--- src/hdl/pool_max_pkg.sv ---
`default_nettype none

package pool_max_pkg;

	// ************************************************************************
	// Data format and lane count.
	// ************************************************************************
	localparam int DATA_WIDTH = 16;
	localparam int EXP_WIDTH = 5;
	localparam int MANT_WIDTH = 10;
	localparam int POOL_PARA_Y = 3;

	// ************************************************************************
	// Window geometry.
	// ************************************************************************
	localparam int POOL_SIZE_WIDTH = 2;
	localparam int MAX_POOL_SIZE = 3;
	localparam int WINDOW_COUNT_WIDTH = $clog2(MAX_POOL_SIZE * MAX_POOL_SIZE + 1);

	localparam logic [DATA_WIDTH-1:0] FP16_CANON_NAN = 16'h7e00; // Positive quiet NaN.

	typedef logic [DATA_WIDTH-1:0] fp16_t;
	typedef logic [POOL_PARA_Y*DATA_WIDTH-1:0] lane_bus_t; // Lane 0 sits in the low bits.
	typedef logic [POOL_SIZE_WIDTH-1:0] pool_size_t;
	typedef logic [WINDOW_COUNT_WIDTH-1:0] window_count_t;

	typedef enum logic {
		IDLE,
		IN_WINDOW
	} seq_state_t;

endpackage

`default_nettype wire

--- src/hdl/fp16_max_compare.sv ---
`timescale 1ns/1ps
`default_nettype none

module fp16_max_compare (
	input  pool_max_pkg::fp16_t a,
	input  pool_max_pkg::fp16_t b,
	output pool_max_pkg::fp16_t max_value
);

	localparam int MAG_WIDTH = pool_max_pkg::DATA_WIDTH - 1;
	localparam int MSB = pool_max_pkg::DATA_WIDTH - 1;

	logic a_sign;
	logic b_sign;
	logic [MAG_WIDTH-1:0] a_mag;
	logic [MAG_WIDTH-1:0] b_mag;
	logic a_nan;
	logic b_nan;
	logic both_zero;

	assign a_sign = a[MSB];
	assign b_sign = b[MSB];
	assign a_mag = a[MAG_WIDTH-1:0];
	assign b_mag = b[MAG_WIDTH-1:0];

	// NaN has an all-ones exponent and a nonzero mantissa.
	assign a_nan = (&a[MSB-1 -: pool_max_pkg::EXP_WIDTH])
		&& (|a[pool_max_pkg::MANT_WIDTH-1:0]);
	assign b_nan = (&b[MSB-1 -: pool_max_pkg::EXP_WIDTH])
		&& (|b[pool_max_pkg::MANT_WIDTH-1:0]);

	assign both_zero = (a_mag == '0) && (b_mag == '0); // +0 and -0 compare equal.

	always_comb begin
		if (a_nan || b_nan) begin
			max_value = pool_max_pkg::FP16_CANON_NAN;
		end else if (a_sign != b_sign) begin
			if (both_zero || !a_sign) begin
				max_value = a; // Ties keep a.
			end else begin
				max_value = b;
			end
		end else if (!a_sign) begin
			max_value = (b_mag > a_mag) ? b : a;
		end else begin
			max_value = (b_mag < a_mag) ? b : a; // Smaller magnitude wins among negatives.
		end
	end

endmodule

`default_nettype wire

--- src/hdl/max_pool_unit.sv ---
`timescale 1ns/1ps
`default_nettype none

module max_pool_unit (
	input  logic clk,
	input  logic reset,
	input  logic sample_valid,
	input  logic first_sample,
	input  logic last_sample,
	input  pool_max_pkg::fp16_t sample,
	output pool_max_pkg::fp16_t result,
	output logic result_valid
);

	pool_max_pkg::fp16_t running_max;
	pool_max_pkg::fp16_t cmp_a;
	pool_max_pkg::fp16_t next_max;

	// ************************************************************************
	// On the opening sample the comparator sees the sample against itself.
	// That loads it directly and still maps a NaN to the canonical one.
	// ************************************************************************
	assign cmp_a = first_sample ? sample : running_max;

	fp16_max_compare u_compare (
		.a         (cmp_a),
		.b         (sample),
		.max_value (next_max)
	);

	always_ff @(posedge clk) begin
		if (sample_valid) begin
			running_max <= next_max;
		end
	end

	// ************************************************************************
	// Lane result, held until the next window closes.
	// ************************************************************************
	always_ff @(posedge clk) begin
		if (reset) begin
			result <= '0;
			result_valid <= 1'b0;
		end else begin
			result_valid <= sample_valid && last_sample; // One-cycle pulse.
			if (sample_valid && last_sample) begin
				result <= next_max;
			end
		end
	end

endmodule

`default_nettype wire

--- src/hdl/pool_window_sequencer.sv ---
`timescale 1ns/1ps
`default_nettype none

module pool_window_sequencer (
	input  logic clk,
	input  logic reset,
	input  logic in_valid,
	input  pool_max_pkg::lane_bus_t in_data,
	input  pool_max_pkg::pool_size_t pool_size,
	output logic sample_valid,
	output logic first_sample,
	output logic last_sample,
	output pool_max_pkg::lane_bus_t sample_data
);

	pool_max_pkg::seq_state_t state;
	pool_max_pkg::pool_size_t pool_side;
	pool_max_pkg::window_count_t new_window_len;
	pool_max_pkg::window_count_t window_len;
	pool_max_pkg::window_count_t sample_count;
	pool_max_pkg::window_count_t next_count;

	// A pool size of 0 runs as 1.
	assign pool_side = (pool_size == '0) ? pool_max_pkg::pool_size_t'(1) : pool_size;
	assign new_window_len = pool_max_pkg::window_count_t'(pool_side)
		* pool_max_pkg::window_count_t'(pool_side);
	assign next_count = sample_count + pool_max_pkg::window_count_t'(1);

	always_ff @(posedge clk) begin
		sample_data <= in_data; // Sample bus lines up with the control flags.
	end

	// ************************************************************************
	// Window FSM.
	// ************************************************************************
	always_ff @(posedge clk) begin
		if (reset) begin
			state <= pool_max_pkg::IDLE;
			window_len <= '0;
			sample_count <= '0;
			sample_valid <= 1'b0;
			first_sample <= 1'b0;
			last_sample <= 1'b0;
		end else begin
			sample_valid <= in_valid;
			first_sample <= 1'b0;
			last_sample <= 1'b0;
			case (state)
				pool_max_pkg::IDLE: begin
					if (in_valid) begin
						window_len <= new_window_len; // Size is fixed for the whole window.
						sample_count <= pool_max_pkg::window_count_t'(1);
						first_sample <= 1'b1;
						if (new_window_len == pool_max_pkg::window_count_t'(1)) begin
							last_sample <= 1'b1;
						end else begin
							state <= pool_max_pkg::IN_WINDOW;
						end
					end
				end
				pool_max_pkg::IN_WINDOW: begin
					if (in_valid) begin
						sample_count <= next_count;
						if (next_count == window_len) begin
							last_sample <= 1'b1;
							state <= pool_max_pkg::IDLE;
						end
					end
				end
				default: begin
					state <= pool_max_pkg::IDLE;
				end
			endcase
		end
	end

endmodule

`default_nettype wire

--- src/hdl/pool_max_para.sv ---
`timescale 1ns/1ps
`default_nettype none

module pool_max_para (
	input  logic clk,
	input  logic reset,
	input  logic in_valid,
	input  pool_max_pkg::lane_bus_t in_data,
	input  pool_max_pkg::pool_size_t pool_size,
	output logic out_valid,
	output pool_max_pkg::lane_bus_t out_data
);

	localparam int DW = pool_max_pkg::DATA_WIDTH;

	logic sample_valid;
	logic first_sample;
	logic last_sample;
	pool_max_pkg::lane_bus_t sample_data;
	logic [pool_max_pkg::POOL_PARA_Y-1:0] lane_valid;

	// ************************************************************************
	// Shared window control.
	// ************************************************************************
	pool_window_sequencer u_sequencer (
		.clk          (clk),
		.reset        (reset),
		.in_valid     (in_valid),
		.in_data      (in_data),
		.pool_size    (pool_size),
		.sample_valid (sample_valid),
		.first_sample (first_sample),
		.last_sample  (last_sample),
		.sample_data  (sample_data)
	);

	// ************************************************************************
	// Lanes.
	// ************************************************************************
	generate
		genvar i;
		for (i = 0; i < pool_max_pkg::POOL_PARA_Y; i = i + 1) begin : g_lane
			max_pool_unit u_lane (
				.clk          (clk),
				.reset        (reset),
				.sample_valid (sample_valid),
				.first_sample (first_sample),
				.last_sample  (last_sample),
				.sample       (sample_data[i*DW +: DW]),
				.result       (out_data[i*DW +: DW]),
				.result_valid (lane_valid[i])
			);
		end
	endgenerate

	assign out_valid = lane_valid[0]; // All lanes share control, so their valids agree.

endmodule

`default_nettype wire

--- config.mk ---
export PLATFORM = sky130hd
export DESIGN_NAME = pool_max_para
export DESIGN_NICKNAME = d
export VERILOG_FILES = /design/src/hdl/pool_max_pkg.sv /design/src/hdl/fp16_max_compare.sv /design/src/hdl/max_pool_unit.sv /design/src/hdl/pool_window_sequencer.sv /design/src/hdl/pool_max_para.sv
export SDC_FILE = /design/constraint.sdc
export NUM_CORES = 1
export LEC_CHECK = 0
export BUFFER_PORTS_ARGS = -buffer_cell sky130_fd_sc_hd__buf_2
export CORE_MARGIN = 4
export CORE_UTILIZATION = 55
export DETAILED_ROUTE_END_ITERATION = 8
export GPL_TIMING_DRIVEN = 1
export HOLD_SLACK_MARGIN = 0.05
export PLACE_DENSITY_LB_ADDON = 0.05
export SYNTH_ARGS = -nofsm -noshare
export SYNTH_HDL_FRONTEND = slang
export SYNTH_SLANG_ARGS = --single-unit
export TNS_END_PERCENT = 1
--- constraint.sdc ---
create_clock -name clk -period 8.7 [get_ports clk]
set_input_delay 0.87 -clock clk [delete_from_list [all_inputs] [get_ports clk]]
set_output_delay 0.87 -clock clk [all_outputs]
set_load 0.005 [all_outputs]
-- After elaboration in Yosys (flattened, before gate mapping)
Index checks and enable logic that the tools add are counted.
- bitwise logic cells: 1
- equality and inequality tests: 7
- add/subtract/negate cells: 1
- reductions and logical operators: 41
- $mul: 1
- $lt $le $gt $ge: 6
- muxes and demuxes: 36
- operators by type and width (operator ; number):
    $mux 16 ; 21
    $logic_not 15->1 ; 6
    $reduce_or 10->1 ; 6
    $gt 15x15->1 ; 3
    $lt 15x15->1 ; 3
    $reduce_and 5->1 ; 6
    $logic_and 1x1->1 ; 10
    $mux 1 ; 9
    $mux 4 ; 2
    $pmux 4 s2 ; 1
    $logic_or 1x1->1 ; 6
    $add 4x1->4 const B ; 1
    $eq 4x1->1 const B ; 1
    $eq 4x4->1 ; 1
    $mul 2x2->4 ; 1
    $ne 2x2->1 const B ; 2
    $pmux 1 s2 ; 2
    $reduce_and 2->1 ; 2
    $logic_not 1->1 ; 3
    $ne 1x1->1 ; 3
    $logic_not 2->1 ; 1
    $mux 2 ; 1
    $reduce_or 2->1 ; 1
    $not 1->1 ; 1
- register bits: 157
- output and inout port bits: 49
- input bits: 53
- word-level logic and storage cells: 107

-- Depth between registers and ports, before layout
Gate-level depths: netlist (run 1).
- depth in word-level cells: 7
- mapped depth: 16
- mapped depth without buffers: 10

-- By module
From an unflattened synthesis (run 1), not the netlist that was laid out.
- cell total of the unflattened synthesis: 825
- area total of the unflattened synthesis: 8458.1 um^2
- modules (own cells, without submodules) (module ; cells each ; sequential area each (um^2) ; area an instance (um^2) ; instances):
    max_pool_unit ; 111 ; 820.8 ; 1524.0 ; 3
    fp16_max_compare (g_lane[0].u_lane.u_compare ...) ; 131 ; 0.0 ; 812.0 ; 2
    pool_window_sequencer ; 102 ; 1181.1 ; 1446.4 ; 1
    fp16_max_compare (g_lane[2].u_lane.u_compare) ; 128 ; 0.0 ; 815.8 ; 1

-- Worst setup path before layout (run 1)
Ideal clock, no wire load.
- path type: reg-to-reg
- start point: register u_sequencer.first_sample
- end point: register g_lane[2].u_lane.running_max[1] (data pin)
- arrival: 3548 ps
- required time: 8445 ps
- period minus slack after synthesis: 3803 ps
- path slack: 4897 ps
- cell stages (with the launch flop): 17
- setup time: 255 ps
- path buffers: 7
- path through: dfxtp_1 > buf_6 > buf_2 > buf_2 > buf_2 > buf_2 > mux2i_1 > ha_1 > a21oi_1 > nor3_1 > or4_4 > or2_4 > buf_6 > a32oi_4 > buf_6 > nand3_1 > and3b_1
- longest elaborated chain between the ends: 7
- elaborated cells on any way between the ends: 18
- classes of those cells: order compare: 2; eq/ne: 1; mux: 7; reduce/logical: 8
- RTL lines (item ; RTL line ; text):
    start: declaration ; pool_window_sequencer.sv:11 ; output logic first_sample,
    start signal: assignment ; pool_window_sequencer.sv:42 ; first_sample <= 1'b0;
    start signal: assignment ; pool_window_sequencer.sv:46 ; first_sample <= 1'b0;
    start signal: assignment ; pool_window_sequencer.sv:53 ; first_sample <= 1'b1;
    $mux 16 * ; max_pool_unit.sv:23 ; assign cmp_a = first_sample ? sample : running_max;
    parallel branches: the longest is 5 deep, another holds $gt 15x15->1 ; -- ;
    $mux 16 * ; fp16_max_compare.sv:35 ; if (a_nan || b_nan) begin
    net g_lane[2].u_lane.next_max[1] ; max_pool_unit.sv:17 ; pool_max_pkg::fp16_t next_max;
    end signal: assignment ; max_pool_unit.sv:33 ; running_max <= next_max;
    end: declaration ; max_pool_unit.sv:15 ; pool_max_pkg::fp16_t running_max;
Mark *: on every way through the listed nets, which the timed path passes.
A chain may end at the register's enable or synchronous reset.

-- Worst setup path after layout (run 1)
- start point: register u_sequencer.first_sample
- end point: register g_lane[1].u_lane.running_max[1] (data pin)
- longest elaborated chain between the ends: 7
- elaborated cells on any way between the ends: 18
- classes of those cells: order compare: 2; eq/ne: 1; mux: 7; reduce/logical: 8
- RTL lines (item ; RTL line):
    $mux 16 * ; max_pool_unit.sv:23
    parallel branches: the longest is 5 deep, another holds $gt 15x15->1 ; --
    $mux 16 * ; fp16_max_compare.sv:35
    net g_lane[1].u_lane.next_max[1] ; max_pool_unit.sv:17
    end signal: assignment ; max_pool_unit.sv:33
    end: declaration ; max_pool_unit.sv:15
Marked as above.

==> metrics.txt, run 1 <==
status=complete, no violations; Layout Skew=0.01058 ns; Seq/Total Area, Yosys=46.65%; Layout Utilization=64.27%; number of nets in the layout=959; critical path capture point type=flop; vias per cell=5.924; final-report max-slew violation count=0; # IOs=102; placed cell count=1021; CTS root buffer=clkbuf_16; worst hold slack=0.4435 ns; Min-Delay Path Class=reg2reg; drt drc=0; Peak VDD IR=0.1406 mV; std cell rows=43; largest net degree at the start of global routing=74; CP Max Fanout=73; Synth Net Count=867; Worst Path Arrival=4.27 ns; Min Clock Period, post-route=4.006 ns; setup TNS=0 ns; Slew Limit Headroom=19.89%; Post-synth top flop=dfxtp_1; Core Area=13830 um2; Starting DRT DRC Count=409; initial antenna violation count=0; area delta synth->final=15.03%; max frequency=0.2496 GHz; DRT Pass-1 Iters=8; power density over cell area=204.9 nW/um2; vias in the first global route=6296; RSZ-0062 raised after global routing=no; clock slew at reported path FFs=0.06 ns; Worst-Margin Slew=1.202 ns; Mapped Cells=768; vias=6238; register area=3606 um2; Num CTS Buffers=17; PortBufs=101; Die Ht=126.5 um; Avg WL per Cell=17.50 um; startpoint types=flop; CTS max path bufs=2; Max-Cap Viols=0; Post-DRT Antenna Nets=0; first-pass GRT wire length=30.16 mm; Tot GR Track Use=23.24%; Req. time, crit path=8.97 ns; FILL cells=1168; Lkg Pwr=3.738 nW; synthesis-stage register bit count=156; Multi-input gate area=3820 um2; CTS tree=yes; Skew-Pair Late Insertion Delay=0.43 ns; Syn Area/Cell=10.06 um2; Post-synth EDFFs=48; placer congestion estimate=0.8805; Post-Syn Area=7725 um2; total die area=16000 um2; non-filler cells, final=1053; final count of hold timing violations=0; grt total ovfl=0; H-tree Lvls=4; Horiz. Die Dim=126.5 um; setup repair bufs after CTS=0; critical path type=reg2reg; hold_buf cts=0; share of cells above drive strength 1=20.85%; routed wire length=18.43 mm; setup violators final=0; initial core utilization=55.87%; Netlist cell types=63; Ys Warns=0; ant diodes=0; ys async rst share=0%; DP HPWL=12.92 mm; post-CTS sizing=0; Sink Count=156; part of the cycle the worst path needs=46.05%; Overall Power=1.821 mW
[worst paths after layout]
path	start	endpoint	slack, ns	cells after the start
worst max-delay path	u_sequencer.first_sample$_SDFF_PP0_	g_lane[1].u_lane.running_max[1]$_DFFE_PP_	4.69	11
worst min-delay path	g_lane[0].u_lane.result[3]$_SDFFE_PP0P_	g_lane[0].u_lane.result[3]$_SDFFE_PP0P_	0.44	2
worst max register to register	u_sequencer.first_sample$_SDFF_PP0_	g_lane[1].u_lane.running_max[1]$_DFFE_PP_	4.69	11
worst min register to register	g_lane[0].u_lane.result[3]$_SDFFE_PP0P_	g_lane[0].u_lane.result[3]$_SDFFE_PP0P_	0.44	2
[cell usage after synthesis (5+ instances only)]
| cell | n | area, um2 |
|---|---|---|
| dfxtp_1 | 108 | 2162 |
| nor2_1 | 88 | 330.3 |
| nand2_1 | 57 | 214.0 |
| edfxtp_1 | 48 | 1441 |
| ha_1 | 46 | 575.6 |
| mux2i_1 | 40 | 400.4 |
| inv_1 | 37 | 138.9 |
| a21oi_1 | 35 | 175.2 |
| o21ai_0 | 33 | 165.2 |
| nand3_1 | 32 | 160.2 |
| mux2_2 | 27 | 304.0 |
| clkbuf_1 | 16 | 60.06 |
| nor3_1 | 16 | 80.08 |
| a21o_1 | 15 | 112.6 |
| nor4_1 | 15 | 93.84 |
| nand4_1 | 14 | 87.58 |
| a311oi_1 | 12 | 105.1 |
| a32o_1 | 9 | 90.09 |
| buf_2 | 9 | 45.04 |
| a22oi_1 | 8 | 60.06 |
| and3b_1 | 8 | 70.07 |
| a211o_1 | 7 | 61.31 |
| o21a_1 | 6 | 45.04 |
| a211oi_1 | 5 | 37.54 |
| a221o_1 | 5 | 50.05 |
| buf_6 | 5 | 56.30 |
| nand2b_1 | 5 | 31.28 |
| xnor2_1 | 5 | 43.79 |
[critical path, stage by stage (launching register included)]
cell      delay, ns
dfxtp_2        0.31
buf_4          0.75
mux2_2         0.43
inv_1          0.09
ha_1           0.26
a21oi_1        0.13
a21boi_0       0.12
or3_1          0.40
o21ai_0        0.36
o21a_2         0.45
mux2_2         0.39
nor2_1         0.11
[layer usage]
metal  track usage, %  vias to the layer above  share of wire, %
li1                 -                     3032                 -
met1            28.95                     2976                43
met2            39.13                      183                50
met3            5.053                       47               4.4
met4            9.653                        0               2.8
met5                0                        -                 0
[area by class of cell]
type	instances	area share [%]
clock inverter	11	1.324
timing repair buffer	104	5.942
multi-input combinational	544	42.99
inverter	37	1.563
sequential	156	40.58
tap	180	2.534
clock buffer	21	5.069
[report_power, final]
part / internal [mW] / switching, mW / total, mW
combinational: 0.119 / 0.153 / 0.272
sequential: 0.798 / 0.0367 / 0.835
clock: 0.428 / 0.286 / 0.714
[cells by family after synthesis]
logic type	share of synthesized area (%)
and+or+nand+nor	16.47
DFF	46.65
xor gates and xnor gates	0.5669
buffers and inverters	3.936
adders and majority gates	7.451
muxes	9.896
AOI/OAI and AO/OA	15.03
[sequential cells by signal, summed over array words and instances (netlist names)]
name                        flops
u_sequencer.first_sample        1
u_sequencer.sample_valid        1
u_sequencer.state               1
g_lane.u_lane.result_valid      1
u_sequencer.window_len          3
u_sequencer.last_sample         1
g_lane.u_lane.result           48
u_sequencer.sample_data        48
u_sequencer.sample_count        4
g_lane.u_lane.running_max      48
[cell usage in the layout, fill, tap and decap left out, types with 3 or more instances in the layout]
| cell type | netlist | final |
|---|---|---|
| nand3_1 | 32 | 32 |
| a211oi_1 | 5 | 5 |
| nor3_1 | 16 | 16 |
| xnor2_1 | 5 | 5 |
| nand2_1 | 57 | 57 |
| buf_4 | 0 | 3 |
| inv_1 | 37 | 37 |
| nand3b_1 | 3 | 3 |
| and3b_1 | 8 | 8 |
| mux2i_1 | 40 | 40 |
| a311oi_1 | 12 | 12 |
| clkbuf_1 | 16 | 3 |
| a221o_1 | 5 | 5 |
| nor2_1 | 88 | 87 |
| a22oi_1 | 8 | 8 |
| dfxtp_1 | 108 | 106 |
| a21o_1 | 15 | 15 |
| or4_1 | 3 | 3 |
| nand2b_1 | 5 | 5 |
| o21ai_0 | 33 | 33 |
| clkinv_2 | 0 | 4 |
| a211o_1 | 7 | 7 |
| nor4_1 | 15 | 15 |
| o21ai_1 | 3 | 3 |
| a32o_1 | 9 | 9 |
| mux2_4 | 4 | 4 |
| o21a_1 | 6 | 6 |
| nor2b_1 | 3 | 3 |
| clkbuf_16 | 0 | 17 |
| mux2_2 | 27 | 27 |
| o211ai_1 | 4 | 4 |
| ha_1 | 46 | 46 |
| buf_2 | 9 | 101 |
| nand4_1 | 14 | 14 |
| edfxtp_1 | 48 | 48 |
| a21oi_1 | 35 | 35 |
[per-stage QoR]
step	area, um2	worst slack [ns]
detailed placement	8318	4.742
global route	8886	4.486
global placement	8318	4.923
floorplan	7725	4.897
finish	8886	4.694
CTS	8886	4.727
Power figures use the tool's default switching activity.
==> run 2: changes to the inputs <==
- CORE_UTILIZATION: 55 -> 52
- clock period: 8.7 -> 3.5 ns (I/O delays scaled with it)
==> run 2 against run 1 <==
  * Cell area grew 7.7%
  * Combinational power grew to 2.8 times the previous value
  * Critical path depth shrank 1
  * Global-route usage shrank 0.25 points
  * Total power grew to 2.6 times the previous value
  * First-iteration DRC count shrank 19%
  * Worst hold slack lost 0.25 ns
  * Clock skew shrank 0.0024 ns
  * Sequential share of layout area shrank 2.9 points
  * Register-to-register slack lost 4.5 ns
==> metrics.txt, run 2 (synthesized netlist as in run 1, its figures left out) <==
placed cell count=1039; Multi-input gate area=3851 um2; Top Registers=g_lane.u_lane.result x48, g_lane.u_lane.running_max x48, u_sequencer.sample_data x48; setup violators final=0; critical-path cell with the highest stage delay=or4_4; grt total ovfl=0; max frequency=0.3023 GHz; share of cells above drive strength 1=21.47%; Die Ht=129.9 um; CP Max Fanout=23; largest net degree at the start of global routing=44; Avg WL per Cell=17.06 um; ant diodes=0; initial core utilization=53.15%; status=complete, no violations; # IOs=102; Worst-Margin Slew=0.6749 ns; clock slew at reported path FFs=0.06 ns; Sw Share=27.11%; most common cell after layout, fill and taps aside=dfxtp_1; DRT Pass-1 Iters=5; Lkg Pwr=4.036 nW; H-tree Lvls=4; worst hold slack=0.1982 ns; PortBufs=101; Critical Path, Cell by Cell=buf_12 -> mux2i_1 -> ha_1 -> a21oi_1 -> nor3_1 -> or4_4 -> or2_4 -> mux2_4 -> a21o_1 -> and3b_1; Layout Skew=0.008201 ns; Tot GR Track Use=22.99%; Post-DRT Antenna Nets=0; Skew-Pair Late Insertion Delay=0.43 ns; Req. time, crit path=3.68 ns; part of the cycle the worst path needs=94.51%; vias=6374; final worst slack=0.1923 ns; Max-Cap Viols=0; final count of hold timing violations=0; Setup WS pre-CTS=-0.005989 ns; Worst Path Arrival=3.49 ns; commonest non-fill, non-tap cells in the layout=106 x dfxtp_1, 101 x buf_2, 87 x nor2_1, 57 x nand2_1; Horiz. Die Dim=129.9 um; FILL cells=1202; drt drc=0; CTS root buffer=clkbuf_16; CP bufs+invs=1; Num CTS Buffers=17; Slew Limit Headroom=54.53%; setup repair bufs after CTS=0; vias per cell=5.691; first-pass GRT wire length=30.84 mm; CTS max path bufs=2; RSZ-0062 raised after global routing=yes; clock share of power=39.8%; power density over cell area=489.3 nW/um2; total die area=16870 um2; final-report max-slew violation count=0; internal power=3.413 mW; routed wire length=19.11 mm; Sink Count=156; Core Area=14530 um2; placer congestion estimate=0.8957; critical path type=reg2reg; sequential share of power=44.2%; critical path capture point type=flop; DP HPWL=13.12 mm; Peak VDD IR=0.3752 mV; CP delay by family, top=simple AND/OR/NAND/NOR gates; non-filler cells, final=1120; Min Clock Period, post-route=3.308 ns; register area=3608 um2; Starting DRT DRC Count=333; Critical Path Max Stage Delay=0.51 ns; area delta synth->final=23.87%; std cell rows=44; vias in the first global route=6390; switching pwr=1.269 mW; Combinational Power Share=16.0%; number of nets in the layout=1022; Min-Delay Path Class=in2reg; CTS tree=yes; initial antenna violation count=0; startpoint types=flop
## run 2: worst paths after layout
path                                                to  slack, ns                                    start  cells past startpoint
min reg2reg    g_lane[0].u_lane.result[4]$_SDFFE_PP0P_       0.45  g_lane[0].u_lane.result[4]$_SDFFE_PP0P_                      2
max reg2reg  g_lane[2].u_lane.running_max[1]$_DFFE_PP_       0.19      u_sequencer.first_sample$_SDFF_PP0_                     10
max          g_lane[2].u_lane.running_max[1]$_DFFE_PP_       0.19      u_sequencer.first_sample$_SDFF_PP0_                     10
min             u_sequencer.window_len[3]$_SDFFE_PP0P_       0.20                             pool_size[1]                      3
## run 2: through the flow
| step | util [%] | cell area, um2 | total power, mW | setup TNS, ns |
|---|---|---|---|---|
| floorplan | - | 7751 | 2.606 | 0 |
| global placement | 58.16 | 8453 | 2.768 | 0 |
| detailed placement | 58.16 | 8453 | 2.798 | -0.005989 |
| CTS | 65.61 | 9535 | 4.697 | 0 |
| global route | 65.84 | 9569 | 4.890 | -0.01657 |
| finish | 65.84 | 9569 | 4.682 | 0 |
## run 2: final cells by class
cell class | count | area share [%]
clock buffers | 20 | 4.995
repair buffers | 166 | 11.90
inverters | 37 | 1.451
multi-input cells | 545 | 40.25
clock inverters | 12 | 1.294
flip-flops and latches | 156 | 37.71
well taps | 184 | 2.406
## run 2: worst register-to-register path, stage by stage (launching register included)
cell	delay [ns]
dfxtp_4	0.44
buf_12	0.20
mux2i_1	0.27
ha_1	0.28
a21oi_1	0.15
nor3_1	0.06
or4_4	0.51
or2_4	0.33
mux2_4	0.42
a21o_1	0.23
and3b_1	0.17
## run 2: repair_timing
item | in CTS | in global routing
endpoints found under the hold margin | 48 | 0
hold buffers | 48 | 0
resized for setup | 0 | 5
endpoints found under the setup margin | 0 | 60
## run 2: metal layers
| metal | up-vias | GRT usage [%] | wire length, um |
|---|---|---|---|
| met5 | - | 0 | 0 |
| met4 | 0 | 6.296 | 221 |
| met3 | 17 | 5.076 | 1005 |
| met2 | 172 | 39.07 | 9355 |
| met1 | 3014 | 29.71 | 8524 |
| li1 | 3171 | - | - |
## run 2: power groups by stage
stage          logic (mW)  registers [mW]  clock network, mW
4_1_cts             0.739            2.07               1.89
6_report            0.750            2.07               1.86
2_1_floorplan       0.522            2.08                  0
3_5_place_dp        0.691            2.11                  0
3_3_place_gp        0.663            2.11                  0
5_1_grt             0.833            2.08               1.97
==> run 3: changes to the inputs <==
- ABC_AREA: default -> 1
- CORE_UTILIZATION: 52 -> 54
==> run 3 against run 2 <==
  * Sequential cell count unchanged
  * Global-route usage is 3.9 points higher
  * Register-to-register slack better by 0.17 ns
  * Worst setup slack better by 0.17 ns
  * Critical path depth up 8
  * Sequential share of layout area decreased by 7.2 points
  * Critical endpoint is now g_lane[1].u_lane.running_max[0]$_DFFE_PP_
==> metrics.txt, run 3 <==
share of cells above drive strength 1=12.35%; # IOs=102; Worst-Margin Slew=1.122 ns; worst hold endpoint=u_sequencer.state$_SDFF_PP0_; Max-Cap Viols=0; ant diodes=0; Lkg Pwr=6.181 nW; Core Area=18270 um2; synth cell count leaders=539 x nand2_1, 191 x nand3_1, 169 x inv_1; Critical Path Max Stage Delay=0.38 ns; hold path startpoint=pool_size[1]; vias in the first global route=9346; Horiz. Die Dim=145.3 um; critical path capture point type=flop; Synth area leaders=dfxtp_1 21%, nand2_1 20%, edfxtp_1 14%; startpoint types=flop; first-pass GRT wire length=47.08 mm; R2R Setup Slk=0.36 ns; std cell rows=49; Ys Warns=0; setup TNS=0 ns; vias per cell=5.295; Avg WL per Cell=14.84 um; Syn Area/Cell=6.467 um2; critical-path cell with the highest stage delay=o21ai_0; CP dominant cell by count=nand2_1; final-report max-slew violation count=0; Min-Delay Path Depth=3; synthesis-stage register bit count=156; Layout Skew=0.01028 ns; CP Max Fanout=23; final count of hold timing violations=0; Sink Count=156; Skew-Pair Late Insertion Delay=0.44 ns; internal power=3.592 mW; Top Registers=g_lane.u_lane.result x48, g_lane.u_lane.running_max x48, u_sequencer.sample_data x48; ys async rst share=0%; clock share of power=34.7%; commonest non-fill, non-tap cells in the layout=539 x nand2_1, 191 x nand3_1, 168 x inv_1, 159 x nor2_1, 106 x dfxtp_1; part of the cycle the worst path needs=89.74%; Worst Path Arrival=3.33 ns; largest net degree at the start of global routing=52; FILL cells=1759; sequential share of power=38.9%; CTS max path bufs=2; setup repair bufs after CTS=0; Post-synth top flop=dfxtp_1; Min-Delay Path Class=in2reg; power density over cell area=451.4 nW/um2; R2R Path End=g_lane[1].u_lane.running_max[0]$_DFFE_PP_; Min Clock Period, post-route=3.141 ns; initial core utilization=55.71%; most common cell in the netlist=nand2_1; Post-synth EDFFs=48; H-tree Lvls=4; vias=10220; switching pwr=1.742 mW; initial antenna violation count=0; Req. time, crit path=3.69 ns; drt drc=0; Tot GR Track Use=26.85%; grt total ovfl=0; Combinational Power Share=26.4%; Mapped Cells=1574; setup violators final=0; leading area contributor after synthesis=dfxtp_1; Netlist cell types=36; Seq/Total Area, Yosys=35.40%; PortBufs=101; Peak VDD IR=0.3799 mV; worst r2r src=u_sequencer.first_sample$_SDFF_PP0_; DP HPWL=18.72 mm; routed wire length=28.65 mm; DRT Pass-1 Iters=7; clock slew at reported path FFs=0.06 ns; Synth Net Count=1673; Num CTS Buffers=17; max frequency=0.3184 GHz; area delta synth->final=16.08%; placer congestion estimate=0.9316; number of nets in the layout=1787; Die Ht=145.3 um; Starting DRT DRC Count=721; critical path type=reg2reg; CTS root buffer=clkbuf_16; worst hold slack=0.1918 ns; Post-DRT Antenna Nets=0; CTS tree=yes; Worst R2R Path Depth=18; Synth top area share=21.24%; Slew Limit Headroom=25.09%; RSZ-0062 raised after global routing=no; Sw Share=32.66%; most common cell after layout, fill and taps aside=nand2_1; total die area=21110 um2; Post-Syn Area=10180 um2; status=complete, no violations; Critical Path, Cell by Cell=inv_2 -> buf_4 -> o21ai_0 -> inv_1 -> ha_1 -> nand2_1 -> nor2_1 -> nand2_1 -> nand2_1 -> nand2_1 -> nand2_1 -> nand2_1 -> nand2_1 -> nand3_1 -> nand2_1 -> nand2_1 -> nand2_1 -> inv_1
## run 3: changes by cell type after synthesis, moves of 39 or more
cell     before  now
nand2_1      57  539
mux2i_1      40    0
o21ai_0      33   80
inv_1        37  169
a21oi_1      35   74
nor2_1       88  159
nand3_1      32  191
## run 3: through the flow
stage	instances	utilization, %	total power [mW]	setup WS [ns]	cell area (um2)
after floorplan	1574	-	3.134	0.8208	10180
after global placement	1850	58.83	3.429	0.3926	10750
after detailed placement	1850	58.83	3.450	0.4010	10750
after CTS	1930	64.67	5.351	0.3800	11820
after global routing	1930	64.67	5.660	0.1061	11820
final	1930	64.67	5.334	0.3590	11820
## run 3: how the worst max path moves through the flow
stage	from	to	slack, ns	depth (start not counted)
after floorplan	u_sequencer.first_sample$_SDFF_PP0_	g_lane[0].u_lane.running_max[0]$_DFFE_PP_	0.82	20
after global placement	u_sequencer.first_sample$_SDFF_PP0_	g_lane[1].u_lane.running_max[0]$_DFFE_PP_	0.39	18
after detailed placement	u_sequencer.first_sample$_SDFF_PP0_	g_lane[1].u_lane.running_max[0]$_DFFE_PP_	0.40	18
after CTS	u_sequencer.first_sample$_SDFF_PP0_	g_lane[1].u_lane.running_max[0]$_DFFE_PP_	0.38	18
after global routing	u_sequencer.first_sample$_SDFF_PP0_	g_lane[1].u_lane.running_max[0]$_DFFE_PP_	0.11	17
final	u_sequencer.first_sample$_SDFF_PP0_	g_lane[1].u_lane.running_max[0]$_DFFE_PP_	0.36	18
## run 3: layout make-up
cell class              count  area (um2)  area share (%)
inverters                 178       668.1           5.655
well taps                 229       286.5           2.425
repair buffers            167        1134           9.594
clock buffers              22       474.2           4.014
multi-input cells        1168        5535           46.85
flip-flops and latches    156        3606           30.52
clock inverters            10       111.4          0.9425
## run 3: what timing repair did
action / in CTS / in global routing
hold buffers: 48 / 0
hold endpoints to repair: 48 / 0
endpoints found under the setup margin: 0 / 0
resized for setup: 0 / 0
## run 3: worst max-delay path, delay by kind of cell, from the launching register on
| family | cells | cell delay, ns |
|---|---|---|
| buffers and inverters | 4 | 0.48 |
| adders and majority gates | 1 | 0.30 |
| DFF | 1 | 0.35 |
| AOI/OAI and AO/OA | 1 | 0.38 |
| and+or+nand+nor | 12 | 1.38 |
## run 3: kinds of logic after synthesis
family,synth area share (%)
AND/OR/NAND/NOR,37.50
buffers and inverters,10.29
AO/OA/AOI/OAI,10.72
flip-flops,35.40
adder cells (fa/ha/maj),5.655
XOR/XNOR,0.4303
## run 3: routing by layer
metal | vias up | part of all wire [%] | global-route usage [%]
met4 | 0 | 2.1 | 9.117
met2 | 348 | 47 | 44.96
met3 | 61 | 6.0 | 3.742
met1 | 4565 | 45 | 35.85
li1 | 5245 | - | -
met5 | - | 0 | 0
## run 3: power by group through the flow
stage                     Sequential, mW  Clock, mW  Combinational (mW)
after floorplan                     2.09          0                1.04
after global placement              2.11          0                1.32
after detailed placement            2.11          0                1.34
after CTS                           2.07       1.89                1.39
after global routing                2.08       1.96                1.62
final                               2.07       1.85                1.41
